--- config.mk ---
export PLATFORM = sky130hd
export DESIGN_NAME = bob_top
export DESIGN_NICKNAME = d
export VERILOG_FILES = /design/src/common/bob_pkg.sv /design/src/common/bob_wr_if.sv /design/src/hw/bob/bob_addr.sv /design/src/hw/bob/bob_ram.sv /design/src/hw/bob/bob_resolve.sv /design/src/hw/bob/bob_retire.sv /design/src/hw/bob_top.sv
export SDC_FILE = /design/constraint.sdc
export NUM_CORES = 2
export LEC_CHECK = 0
export BUFFER_PORTS_ARGS = -buffer_cell sky130_fd_sc_hd__buf_2
export CAP_MARGIN = 20
export CORE_ASPECT_RATIO = 1.4
export CORE_MARGIN = 2
export CORE_UTILIZATION = 45
export DETAILED_ROUTE_END_ITERATION = 10
export MAX_ROUTING_LAYER = met4
export SLEW_MARGIN = 20
export SYNTH_ARGS = -nofsm -noshare
export SYNTH_HDL_FRONTEND = slang
export SYNTH_HIERARCHICAL = 1
export SYNTH_SLANG_ARGS = --single-unit
--- constraint.sdc ---
create_clock -name clk -period 4.4 [get_ports clk]
set_input_delay 0.88 -clock clk [delete_from_list [all_inputs] [get_ports clk]]
set_output_delay 0.88 -clock clk [all_outputs]
set_load 0.01 [all_outputs]
--- src/common/bob_pkg.sv ---
`default_nettype none

package bob_pkg;

  // Buffer geometry, fixed by the core's tag space.
  localparam int bob_count = 48;
  localparam int bob_last = 47; // Pointers wrap here.
  localparam int bob_addr_width = 6;

  // Outcome word: {mispredict, taken, target}.
  localparam int bob_target_width = 30; // Word address.
  localparam int bob_flags_width = 2;
  localparam int bob_data_width = 32;

  // Flag positions inside the RAM word.
  localparam int bob_taken_bit = bob_target_width;
  localparam int bob_mispredict_bit = bob_target_width + 1;

endpackage

`default_nettype wire

--- src/common/bob_wr_if.sv ---
`default_nettype none

// Resolved outcome heading for the RAM.
interface bob_wr_if;
  import bob_pkg::*;

  logic wen;
  logic [bob_addr_width-1:0] addr;
  logic [bob_target_width-1:0] target;
  logic [bob_flags_width-1:0] flags; // {mispredict, taken}

  modport src (
    output wen,
    output addr,
    output target,
    output flags
  );

  modport dst (
    input wen,
    input addr,
    input target,
    input flags
  );

endinterface

`default_nettype wire

--- src/hw/bob/bob_addr.sv ---
`default_nettype none

module bob_addr (
  input  logic clk,
  input  logic rst,
  input  logic flush,
  input  logic alloc_en,
  output logic [bob_pkg::bob_addr_width-1:0] alloc_tag,
  output logic full,
  input  logic do_retire,
  output logic has_retire,
  output logic [bob_pkg::bob_addr_width-1:0] retire_addr
);
  import bob_pkg::*;

  logic [bob_addr_width-1:0] alloc_ptr;
  logic [bob_addr_width-1:0] retire_ptr;
  logic [bob_addr_width-1:0] count; // 0 to 48.
  logic alloc;

  function automatic logic [bob_addr_width-1:0] next_tag(
    input logic [bob_addr_width-1:0] tag
  );
    return (tag == bob_addr_width'(bob_last)) ? '0 : tag + 1'b1;
  endfunction

  assign full = (count == bob_addr_width'(bob_count));
  assign has_retire = (count != '0);
  assign alloc = alloc_en && !full; // Held off while full.

  assign alloc_tag = alloc_ptr;
  assign retire_addr = retire_ptr;

  always_ff @(posedge clk) begin
    if (rst) begin
      alloc_ptr <= '0;
      retire_ptr <= '0;
      count <= '0;
    end else if (flush) begin
      // Everything in flight is dropped.
      retire_ptr <= alloc_ptr;
      count <= '0;
    end else begin
      if (alloc) begin
        alloc_ptr <= next_tag(alloc_ptr);
      end
      if (do_retire) begin
        retire_ptr <= next_tag(retire_ptr);
      end
      case ({alloc, do_retire})
        2'b10: count <= count + 1'b1;
        2'b01: count <= count - 1'b1;
        default: count <= count; // Both or neither.
      endcase
    end
  end

  // Occupancy stays within the tag space.
  a_count_bound: assert property (
    @(posedge clk) disable iff (rst)
    count <= bob_count
  ) else $error("bob_addr: count %0d above depth", count);

  // The retire stage only pops a non-empty buffer.
  a_retire_nonempty: assert property (
    @(posedge clk) disable iff (rst)
    do_retire |-> has_retire
  ) else $error("bob_addr: retire with empty buffer");

endmodule

`default_nettype wire

--- src/hw/bob/bob_ram.sv ---
`default_nettype none

module bob_ram (
  input  logic clk,
  input  logic read_clk_en,
  input  logic [bob_pkg::bob_addr_width-1:0] read_addr,
  output logic [bob_pkg::bob_data_width-1:0] read_data,
  bob_wr_if.dst wr
);
  import bob_pkg::*;

  logic [bob_data_width-1:0] mem [bob_count];
  logic [bob_addr_width-1:0] read_addr_q;

  always_ff @(posedge clk) begin
    if (wr.wen) begin
      mem[wr.addr] <= {wr.flags, wr.target};
    end
    // Address only moves on a retirement, so the output holds between them.
    if (read_clk_en) begin
      read_addr_q <= read_addr;
    end
  end

  assign read_data = mem[read_addr_q];

endmodule

`default_nettype wire

--- src/hw/bob/bob_resolve.sv ---
`default_nettype none

module bob_resolve (
  input  logic clk,
  input  logic rst,
  input  logic flush,
  input  logic resolve_en,
  input  logic [bob_pkg::bob_addr_width-1:0] resolve_tag,
  input  logic [bob_pkg::bob_target_width-1:0] resolve_target,
  input  logic resolve_taken,
  input  logic resolve_mispredict,
  input  logic do_retire,
  input  logic [bob_pkg::bob_addr_width-1:0] head_tag,
  output logic head_done,
  bob_wr_if.src wr
);
  import bob_pkg::*;

  logic pend_valid;
  logic [bob_addr_width-1:0] pend_tag;
  logic [bob_target_width-1:0] pend_target;
  logic [bob_flags_width-1:0] pend_flags;
  logic [bob_count-1:0] done; // One bit per tag.

  always_ff @(posedge clk) begin
    if (rst || flush) begin
      pend_valid <= 1'b0;
    end else begin
      pend_valid <= resolve_en;
    end
    pend_tag <= resolve_tag;
    pend_target <= resolve_target;
    pend_flags <= {resolve_mispredict, resolve_taken};
  end

  // Write lands together with the done bit.
  assign wr.wen = pend_valid && !flush;
  assign wr.addr = pend_tag;
  assign wr.target = pend_target;
  assign wr.flags = pend_flags;

  always_ff @(posedge clk) begin
    if (rst || flush) begin
      done <= '0;
    end else begin
      if (do_retire) begin
        done[head_tag] <= 1'b0;
      end
      if (pend_valid) begin
        done[pend_tag] <= 1'b1;
      end
    end
  end

  assign head_done = done[head_tag];

  // Each branch resolves once between allocation and retirement.
  a_single_resolve: assert property (
    @(posedge clk) disable iff (rst)
    (pend_valid && !flush) |-> !done[pend_tag]
  ) else $error("bob_resolve: tag %0d resolved twice", pend_tag);

endmodule

`default_nettype wire

--- src/hw/bob/bob_retire.sv ---
`default_nettype none

module bob_retire (
  input  logic clk,
  input  logic rst,
  input  logic flush,
  input  logic has_retire,
  input  logic [bob_pkg::bob_addr_width-1:0] head_tag,
  input  logic head_done,
  output logic do_retire,
  output logic read_clk_en,
  output logic [bob_pkg::bob_addr_width-1:0] read_addr,
  input  logic [bob_pkg::bob_data_width-1:0] read_data,
  output logic retire_valid,
  output logic [bob_pkg::bob_addr_width-1:0] retire_tag,
  output logic [bob_pkg::bob_target_width-1:0] retire_target,
  output logic retire_taken,
  output logic retire_mispredict
);
  import bob_pkg::*;

  // Oldest branch leaves once resolved.
  assign do_retire = has_retire && head_done && !flush;

  // Head tag becomes the RAM read address on the retiring edge.
  assign read_clk_en = do_retire;
  assign read_addr = head_tag;

  always_ff @(posedge clk) begin
    if (rst) begin
      retire_valid <= 1'b0;
    end else begin
      retire_valid <= do_retire; // Low after a flush edge.
    end
  end

  always_ff @(posedge clk) begin
    if (do_retire) begin
      retire_tag <= head_tag;
    end
  end

  // Unpack the outcome word.
  assign retire_target = read_data[bob_target_width-1:0];
  assign retire_taken = read_data[bob_taken_bit];
  assign retire_mispredict = read_data[bob_mispredict_bit];

endmodule

`default_nettype wire

--- src/hw/bob_top.sv ---
`default_nettype none

module bob_top (
  input  logic clk,
  input  logic rst,
  input  logic flush,
  input  logic alloc_en,
  output logic [bob_pkg::bob_addr_width-1:0] alloc_tag,
  output logic full,
  input  logic resolve_en,
  input  logic [bob_pkg::bob_addr_width-1:0] resolve_tag,
  input  logic [bob_pkg::bob_target_width-1:0] resolve_target,
  input  logic resolve_taken,
  input  logic resolve_mispredict,
  output logic retire_valid,
  output logic [bob_pkg::bob_addr_width-1:0] retire_tag,
  output logic [bob_pkg::bob_target_width-1:0] retire_target,
  output logic retire_taken,
  output logic retire_mispredict
);
  import bob_pkg::*;

  logic has_retire;
  logic do_retire;
  logic head_done;
  logic [bob_addr_width-1:0] head_tag;
  logic read_clk_en;
  logic [bob_addr_width-1:0] read_addr;
  logic [bob_data_width-1:0] read_data;

  bob_wr_if wr_bus ();

  bob_addr u_addr (
    .clk(clk),
    .rst(rst),
    .flush(flush),
    .alloc_en(alloc_en),
    .alloc_tag(alloc_tag),
    .full(full),
    .do_retire(do_retire),
    .has_retire(has_retire),
    .retire_addr(head_tag)
  );

  bob_resolve u_resolve (
    .clk(clk),
    .rst(rst),
    .flush(flush),
    .resolve_en(resolve_en),
    .resolve_tag(resolve_tag),
    .resolve_target(resolve_target),
    .resolve_taken(resolve_taken),
    .resolve_mispredict(resolve_mispredict),
    .do_retire(do_retire),
    .head_tag(head_tag),
    .head_done(head_done),
    .wr(wr_bus.src)
  );

  bob_ram u_ram (
    .clk(clk),
    .read_clk_en(read_clk_en),
    .read_addr(read_addr),
    .read_data(read_data),
    .wr(wr_bus.dst)
  );

  bob_retire u_retire (
    .clk(clk),
    .rst(rst),
    .flush(flush),
    .has_retire(has_retire),
    .head_tag(head_tag),
    .head_done(head_done),
    .do_retire(do_retire),
    .read_clk_en(read_clk_en),
    .read_addr(read_addr),
    .read_data(read_data),
    .retire_valid(retire_valid),
    .retire_tag(retire_tag),
    .retire_target(retire_target),
    .retire_taken(retire_taken),
    .retire_mispredict(retire_mispredict)
  );

endmodule

`default_nettype wire

# Word level (Yosys, flattened, before mapping)
# Memories as Yosys holds them, arrays and structs flattened. A register that Yosys moved wholly into a read port is not among the register bits.
# Cells that the tools add are included.
[totals]
out_inout_bits = 46
regBits = 112
mem_bits_rw = 1536
rom_bits = 0
mem_count = 1
wordCells = 59
in_bits = 43
latchBits = 0
[op_classes]
multipliers = 0
bitwise_logic = 4
n_lt_le_gt_ge = 4
add_sub_neg = 4
eq_ne = 5
n_shift = 0
mux = 17
div = 0
n_reduce_logical = 14
[memory_table]
columns = ["memory", "depth", "width", "read_ports", "rd_ports_with_merged_regs", "write_ports", "line", "text"]
rows = [
  ["u_ram.mem", 48, 32, 1, 1, 1, "bob_ram.sv:12", "logic [bob_data_width-1:0] mem [bob_count];"],
]
[op_table]
columns = ["cell", "count"]
rows = [
  ["$mux 48", 3],
  ["$and 48x48->48", 1],
  ["$not 48->48", 1],
  ["$or 48x48->48", 1],
  ["$mux 6", 5],
  ["$add 6x1->6 const B", 3],
  ["$eq 6x6->1 const B", 3],
  ["$lt 6x7->1 const B", 2],
  ["$demux 1 s6", 2],
  ["$ge 6x1->1 const B", 2],
  ["$pmux 6 s2", 1],
  ["$bmux 1 s6", 1],
  ["$logic_and 1x1->1", 6],
  ["$reduce_bool 6->1", 1],
  ["$sub 6x1->6 const B", 1],
  ["$mux 1", 5],
  ["$reduce_bool 2->1", 2],
  ["$eq 2x1->1 const B", 1],
  ["$eq 2x2->1 const B", 1],
  ["$logic_not 1->1", 2],
  ["$reduce_and 2->1", 1],
  ["$reduce_or 2->1", 1],
  ["$logic_or 1x1->1", 1],
  ["$not 1->1", 1],
]

# Logic depth before layout (Yosys ltp)
[logic_depth]
ltp_word = 10
depth_mapped = 14
ltp_nobuf = 12

# By module
# Netlist, hierarchy kept.
[modules_own_cells]
columns = ["mod", "area_per_inst_um2", "seq_area_each_um2", "n_inst", "cells_per_inst"]
rows = [
  ["bob_ram", 59892.4, 46424.5, 1, 2899],
  ["bob_resolve", 3200.6, 1741.7, 1, 347],
  ["bob_addr", 1123.6, 360.3, 1, 130],
  ["bob_retire", 515.5, 200.2, 1, 48],
]

# Least setup slack after synthesis
# OpenSTA, ideal clock, no wires.
[synth_path]
path_type = "input to register"
startpoint = "input port flush"
endpoint = "memory u_ram.mem[18][0], enable pin"
n_path_buf = 0
t_arrival_ns = 3.843
stages = 4
path_slack_ns = 0.096
setup_time_ns = 0.461
required_ns = 3.939
path_cell_list = "nor2b_1 -> nor4bb_1 -> nand2_1 -> nor3_1"
[synth_between]
elab_chain_len = 4
[synth_lines]
columns = ["item", "line", "text"]
rows = [
  ["from (decl)", "bob_top.sv:6", "input logic flush,"],
  ["$logic_not 1->1", "bob_resolve.sv:37", "assign wr.wen = pend_valid && !flush;"],
  ["$logic_and 1x1->1", "bob_resolve.sv:37", ""],
  ["$mux 1", "bob_ram.sv:16", "if (wr.wen) begin"],
  ["$mux 1 (implied by the code)", "bob_ram.sv:17", "mem[wr.addr] <= {wr.flags, wr.target};"],
  ["to (decl)", "bob_ram.sv:12", ""],
]
# Every way passes these cells.

==> results_dict.tcl <==
set metrics [dict create \
    drive_above_1_share_pct 20.57 \
    port_buffers 88 \
    p_leak_uw 0.02440 \
    clock_latency_ns 0.78 \
    grt_max_degree 71 \
    drt_iter0_markers 3153 \
    fillerInstances 11433 \
    dieHeight_um 452.8 \
    power_density_nw_per_um2 419.3 \
    synthFlopType "edfxtp_1" \
    initial_core_util_pct 45.33 \
    worstPathMaxFanout 7 \
    antenna_found_initial 2 \
    ir_worst_vdd_mv 0.3300 \
    syn-instance-count 3424 \
    ioPinCount 89 \
    dp.cells 5364 \
    place_congestion 0.8077 \
    slew_viol_final 0 \
    cts_buffers 156 \
    layout.nets 3671 \
    setup_viol 0 \
    syn_to_final_growth_pct 13.96 \
    placed_area_sq_um 68630 \
    fin_setup_tns_ns 0 \
    ys_types 75 \
    ys_ff_latch 1660 \
    core_sq_um 142800 \
    final_area_sq_um 73770 \
    synth-edff-count 1548 \
    yosys_warnings 6 \
    crit_slowest_cell "mux4_2" \
    dr.pass1.iters 5 \
    clkTransAtPathRegs_ns 0.06 \
    max_freq_mhz 233.5 \
    total_power_uw 30930 \
    cts_sinks 1660 \
    hold_path_class "in -> reg" \
    grt-ovfl-total 0 \
    rrSetupSlack_ns 0.82 \
    stdcell_count 5657 \
    postSynthAreaPerCell_sq_um 18.91 \
    path_class "reg -> out" \
    ctsRootBufferMaster "clkbuf_16" \
    gr-usage-all-layers_pct 22.25 \
    via_per_inst 5.788 \
    worstRegToRegCells 13 \
    status "finished clean" \
    final.setup_skew_ns 0.02475 \
    first_global_vias 33168 \
    drc_errors 0 \
    reg2reg_from "u_addr/retire_addr[0]" \
    required_ns 3.52 \
    antenna_left 0 \
    start_kind "flop" \
    max_slew_margin_pct 26.06 \
    routedWlPerCell_um 28.32 \
    max_stage_delay_ns 0.53 \
    totalWireLength_um 160200 \
    period_share_pct 97.34 \
    die_area_sq_um 146900 \
    cap_violations 0 \
    critPathCaptureType "output port" \
    grt_pass1_wl_um 229300 \
    netlist_area_sq_um 64730 \
    cp.arrival_ns 3.40 \
    synth.net_count 3475 \
    rsz0062_at_grt "false" \
    tightest_slew_ns 1.101 \
    r2r_end "u_addr/count[5]" \
    clock_tree.buffer_depth 3 \
    hold_start "resolve_target[27]" \
    fp.dieW_um 324.5 \
    htree_num_levels 4 \
    hold_viol 0 \
    vias 32745 \
    endpoint "retire_target[5]" \
    yosysSeqAreaShare_pct 75.27 \
    ys_async_sr_fraction_pct 0 \
    cts_tree "yes" \
    place_hpwl_um 88280 \
    fin_crit_ns 4.283 \
    rows 164 \
    cp_cell_sequence "buf_4, buf_4, mux4_2, mux4_2, nand2_1, o41ai_2, buf_2" \
]
## cell usage after synthesis (all sizes together), types with 2 or more instances
cell type | instances | area [sq um]
buf | 159 | 1181
a21oi | 123 | 615.6
o41ai | 34 | 538.0
o21bai | 2 | 15.01
nand2 | 106 | 400.4
nor4bb | 2 | 20.02
a21o | 3 | 23.77
a221oi | 65 | 569.3
o31ai | 5 | 37.54
nand3b | 4 | 30.03
nor2b | 9 | 56.30
and3b | 4 | 36.29
mux2i | 535 | 5355
o22ai | 41 | 256.5
or3 | 5 | 32.53
dfxtp | 112 | 2242
nand3 | 16 | 80.08
mux2 | 7 | 78.83
nor4b | 2 | 17.52
o21ai | 53 | 265.3
nand2b | 10 | 62.56
or4 | 4 | 36.29
and2 | 2 | 12.51
xor2 | 5 | 43.79
nand4 | 3 | 18.77
a31oi | 2 | 12.51
nor3 | 7 | 35.03
or2 | 4 | 25.03
a22o | 64 | 560.5
or3b | 3 | 26.28
mux4 | 160 | 3603
edfxtp | 1548 | 46480
inv | 8 | 30.03
nor2 | 75 | 289.0
nor3b | 6 | 60.06
a22oi | 130 | 975.9
a211oi | 4 | 30.03
clkbuf | 76 | 295.3
ha | 7 | 87.58
## report_power, final
part | switching (uW) | internal, uW
registers | 26.6 | 17300
clock network | 5720 | 7560
logic | 307 | 66.4
## state kept, by name, indices dropped and copies added, names as in the netlist, 6 cells and up, named ones only
name and flops:
u_addr/alloc_tag 6, u_addr/count 6, u_addr/retire_addr 6, u_ram/mem 1536, u_ram/read_addr_q 6, u_resolve/done 48, u_resolve/wr.addr 6, u_resolve/wr.target 30
u_retire/retire_tag 6
## critical path, delay by kind of cell (launching register included)
kind                   cells  cell delay, ns
buffers and inverters      3            0.70
AOI/OAI and AO/OA          1            0.15
muxes                      2            1.00
and+or+nand+nor            1            0.37
DFF                        1            0.40
## logic make-up (layout without fill, tap and decap cells)
group | after synthesis | after routing | share of synthesized area, %
other | 0 | 4 | 0
adder cells (fa/ha/maj) | 8 | 8 | 0.1662
AO/OA/AOI/OAI | 535 | 535 | 6.179
buffers and inverters | 244 | 564 | 2.333
AND/OR/NAND/NOR | 269 | 269 | 2.004
XOR/XNOR | 6 | 6 | 0.08118
multiplexers | 702 | 702 | 13.96
flip-flops | 1660 | 1660 | 75.27
## metal layers
| layer | share of wire (%) | GRT usage (%) |
|---|---|---|
| met5 | 0 | - |
| met4 | 3.1 | 7.776 |
| met3 | 5.8 | 3.407 |
| met2 | 51 | 37.14 |
| met1 | 40 | 27.82 |
## worst min-delay path by stage
| stage | to | slack, ns | depth (start not counted) |
|---|---|---|---|
| global placement | flop | 0.46 | 1 |
| finish | u_resolve/wr.target[27] | 0.20 | 1 |
| global route | u_resolve/wr.target[28] | 0.17 | 1 |
| floorplan | flop | 0.45 | 1 |
| CTS | u_resolve/wr.target[28] | 0.13 | 1 |
| detailed placement | flop | 0.46 | 1 |
## area by class of cell
type | instances | area (sq um) | share of cell area [%]
flip-flops and latches | 1660 | 48740 | 66.08
multi-input cells | 1520 | 14890 | 20.18
clock buffers | 200 | 4270 | 5.789
repair buffers | 273 | 2711 | 3.675
well taps | 1909 | 2389 | 3.238
clock inverters | 82 | 723.2 | 0.9804
inverters | 9 | 33.78 | 0.04580
diodes | 4 | 10.01 | 0.01357
## through the flow
stage	hold WS [ns]	utilization (%)	worst slack [ns]
2_1_floorplan	0.4494	-	0.09584
3_3_place_gp	0.4577	48.06	0.6352
3_5_place_dp	0.4579	48.06	0.6517
4_1_cts	0.1288	51.61	0.02534
5_1_grt	0.1687	51.65	0.008561
6_report	0.1970	51.65	0.1172
## placed cells by master (no fill, tap or decap), types with 8 or more instances in the layout
cell type	n
buf_2	88
a21oi_1	123
inv_1	8
nand2b_1	8
buf_4	116
mux2i_1	535
nor2_1	29
o22ai_1	41
buf_12	64
o21ai_0	49
a221oi_1	64
nand2_1	103
bufinv_16	12
clkinv_2	25
a22oi_1	130
clkbuf_16	165
o41ai_2	32
mux4_2	160
edfxtp_1	1548
nor2_4	46
dfxtp_1	106
nand3_1	16
a22o_1	64
clkinv_1	34
clkbuf_1	32
## repair_timing
| action | 4_1_cts | 5_1_grt |
|---|---|---|
| buffers inserted | 6 | 0 |
| resized for setup | 1 | 5 |
| endpoints found under the setup margin | 23 | 2 |
| hold buffers | 0 | 0 |
| cloned | 0 | 1 |
Note: power is estimated with default switching activity, not from simulation.
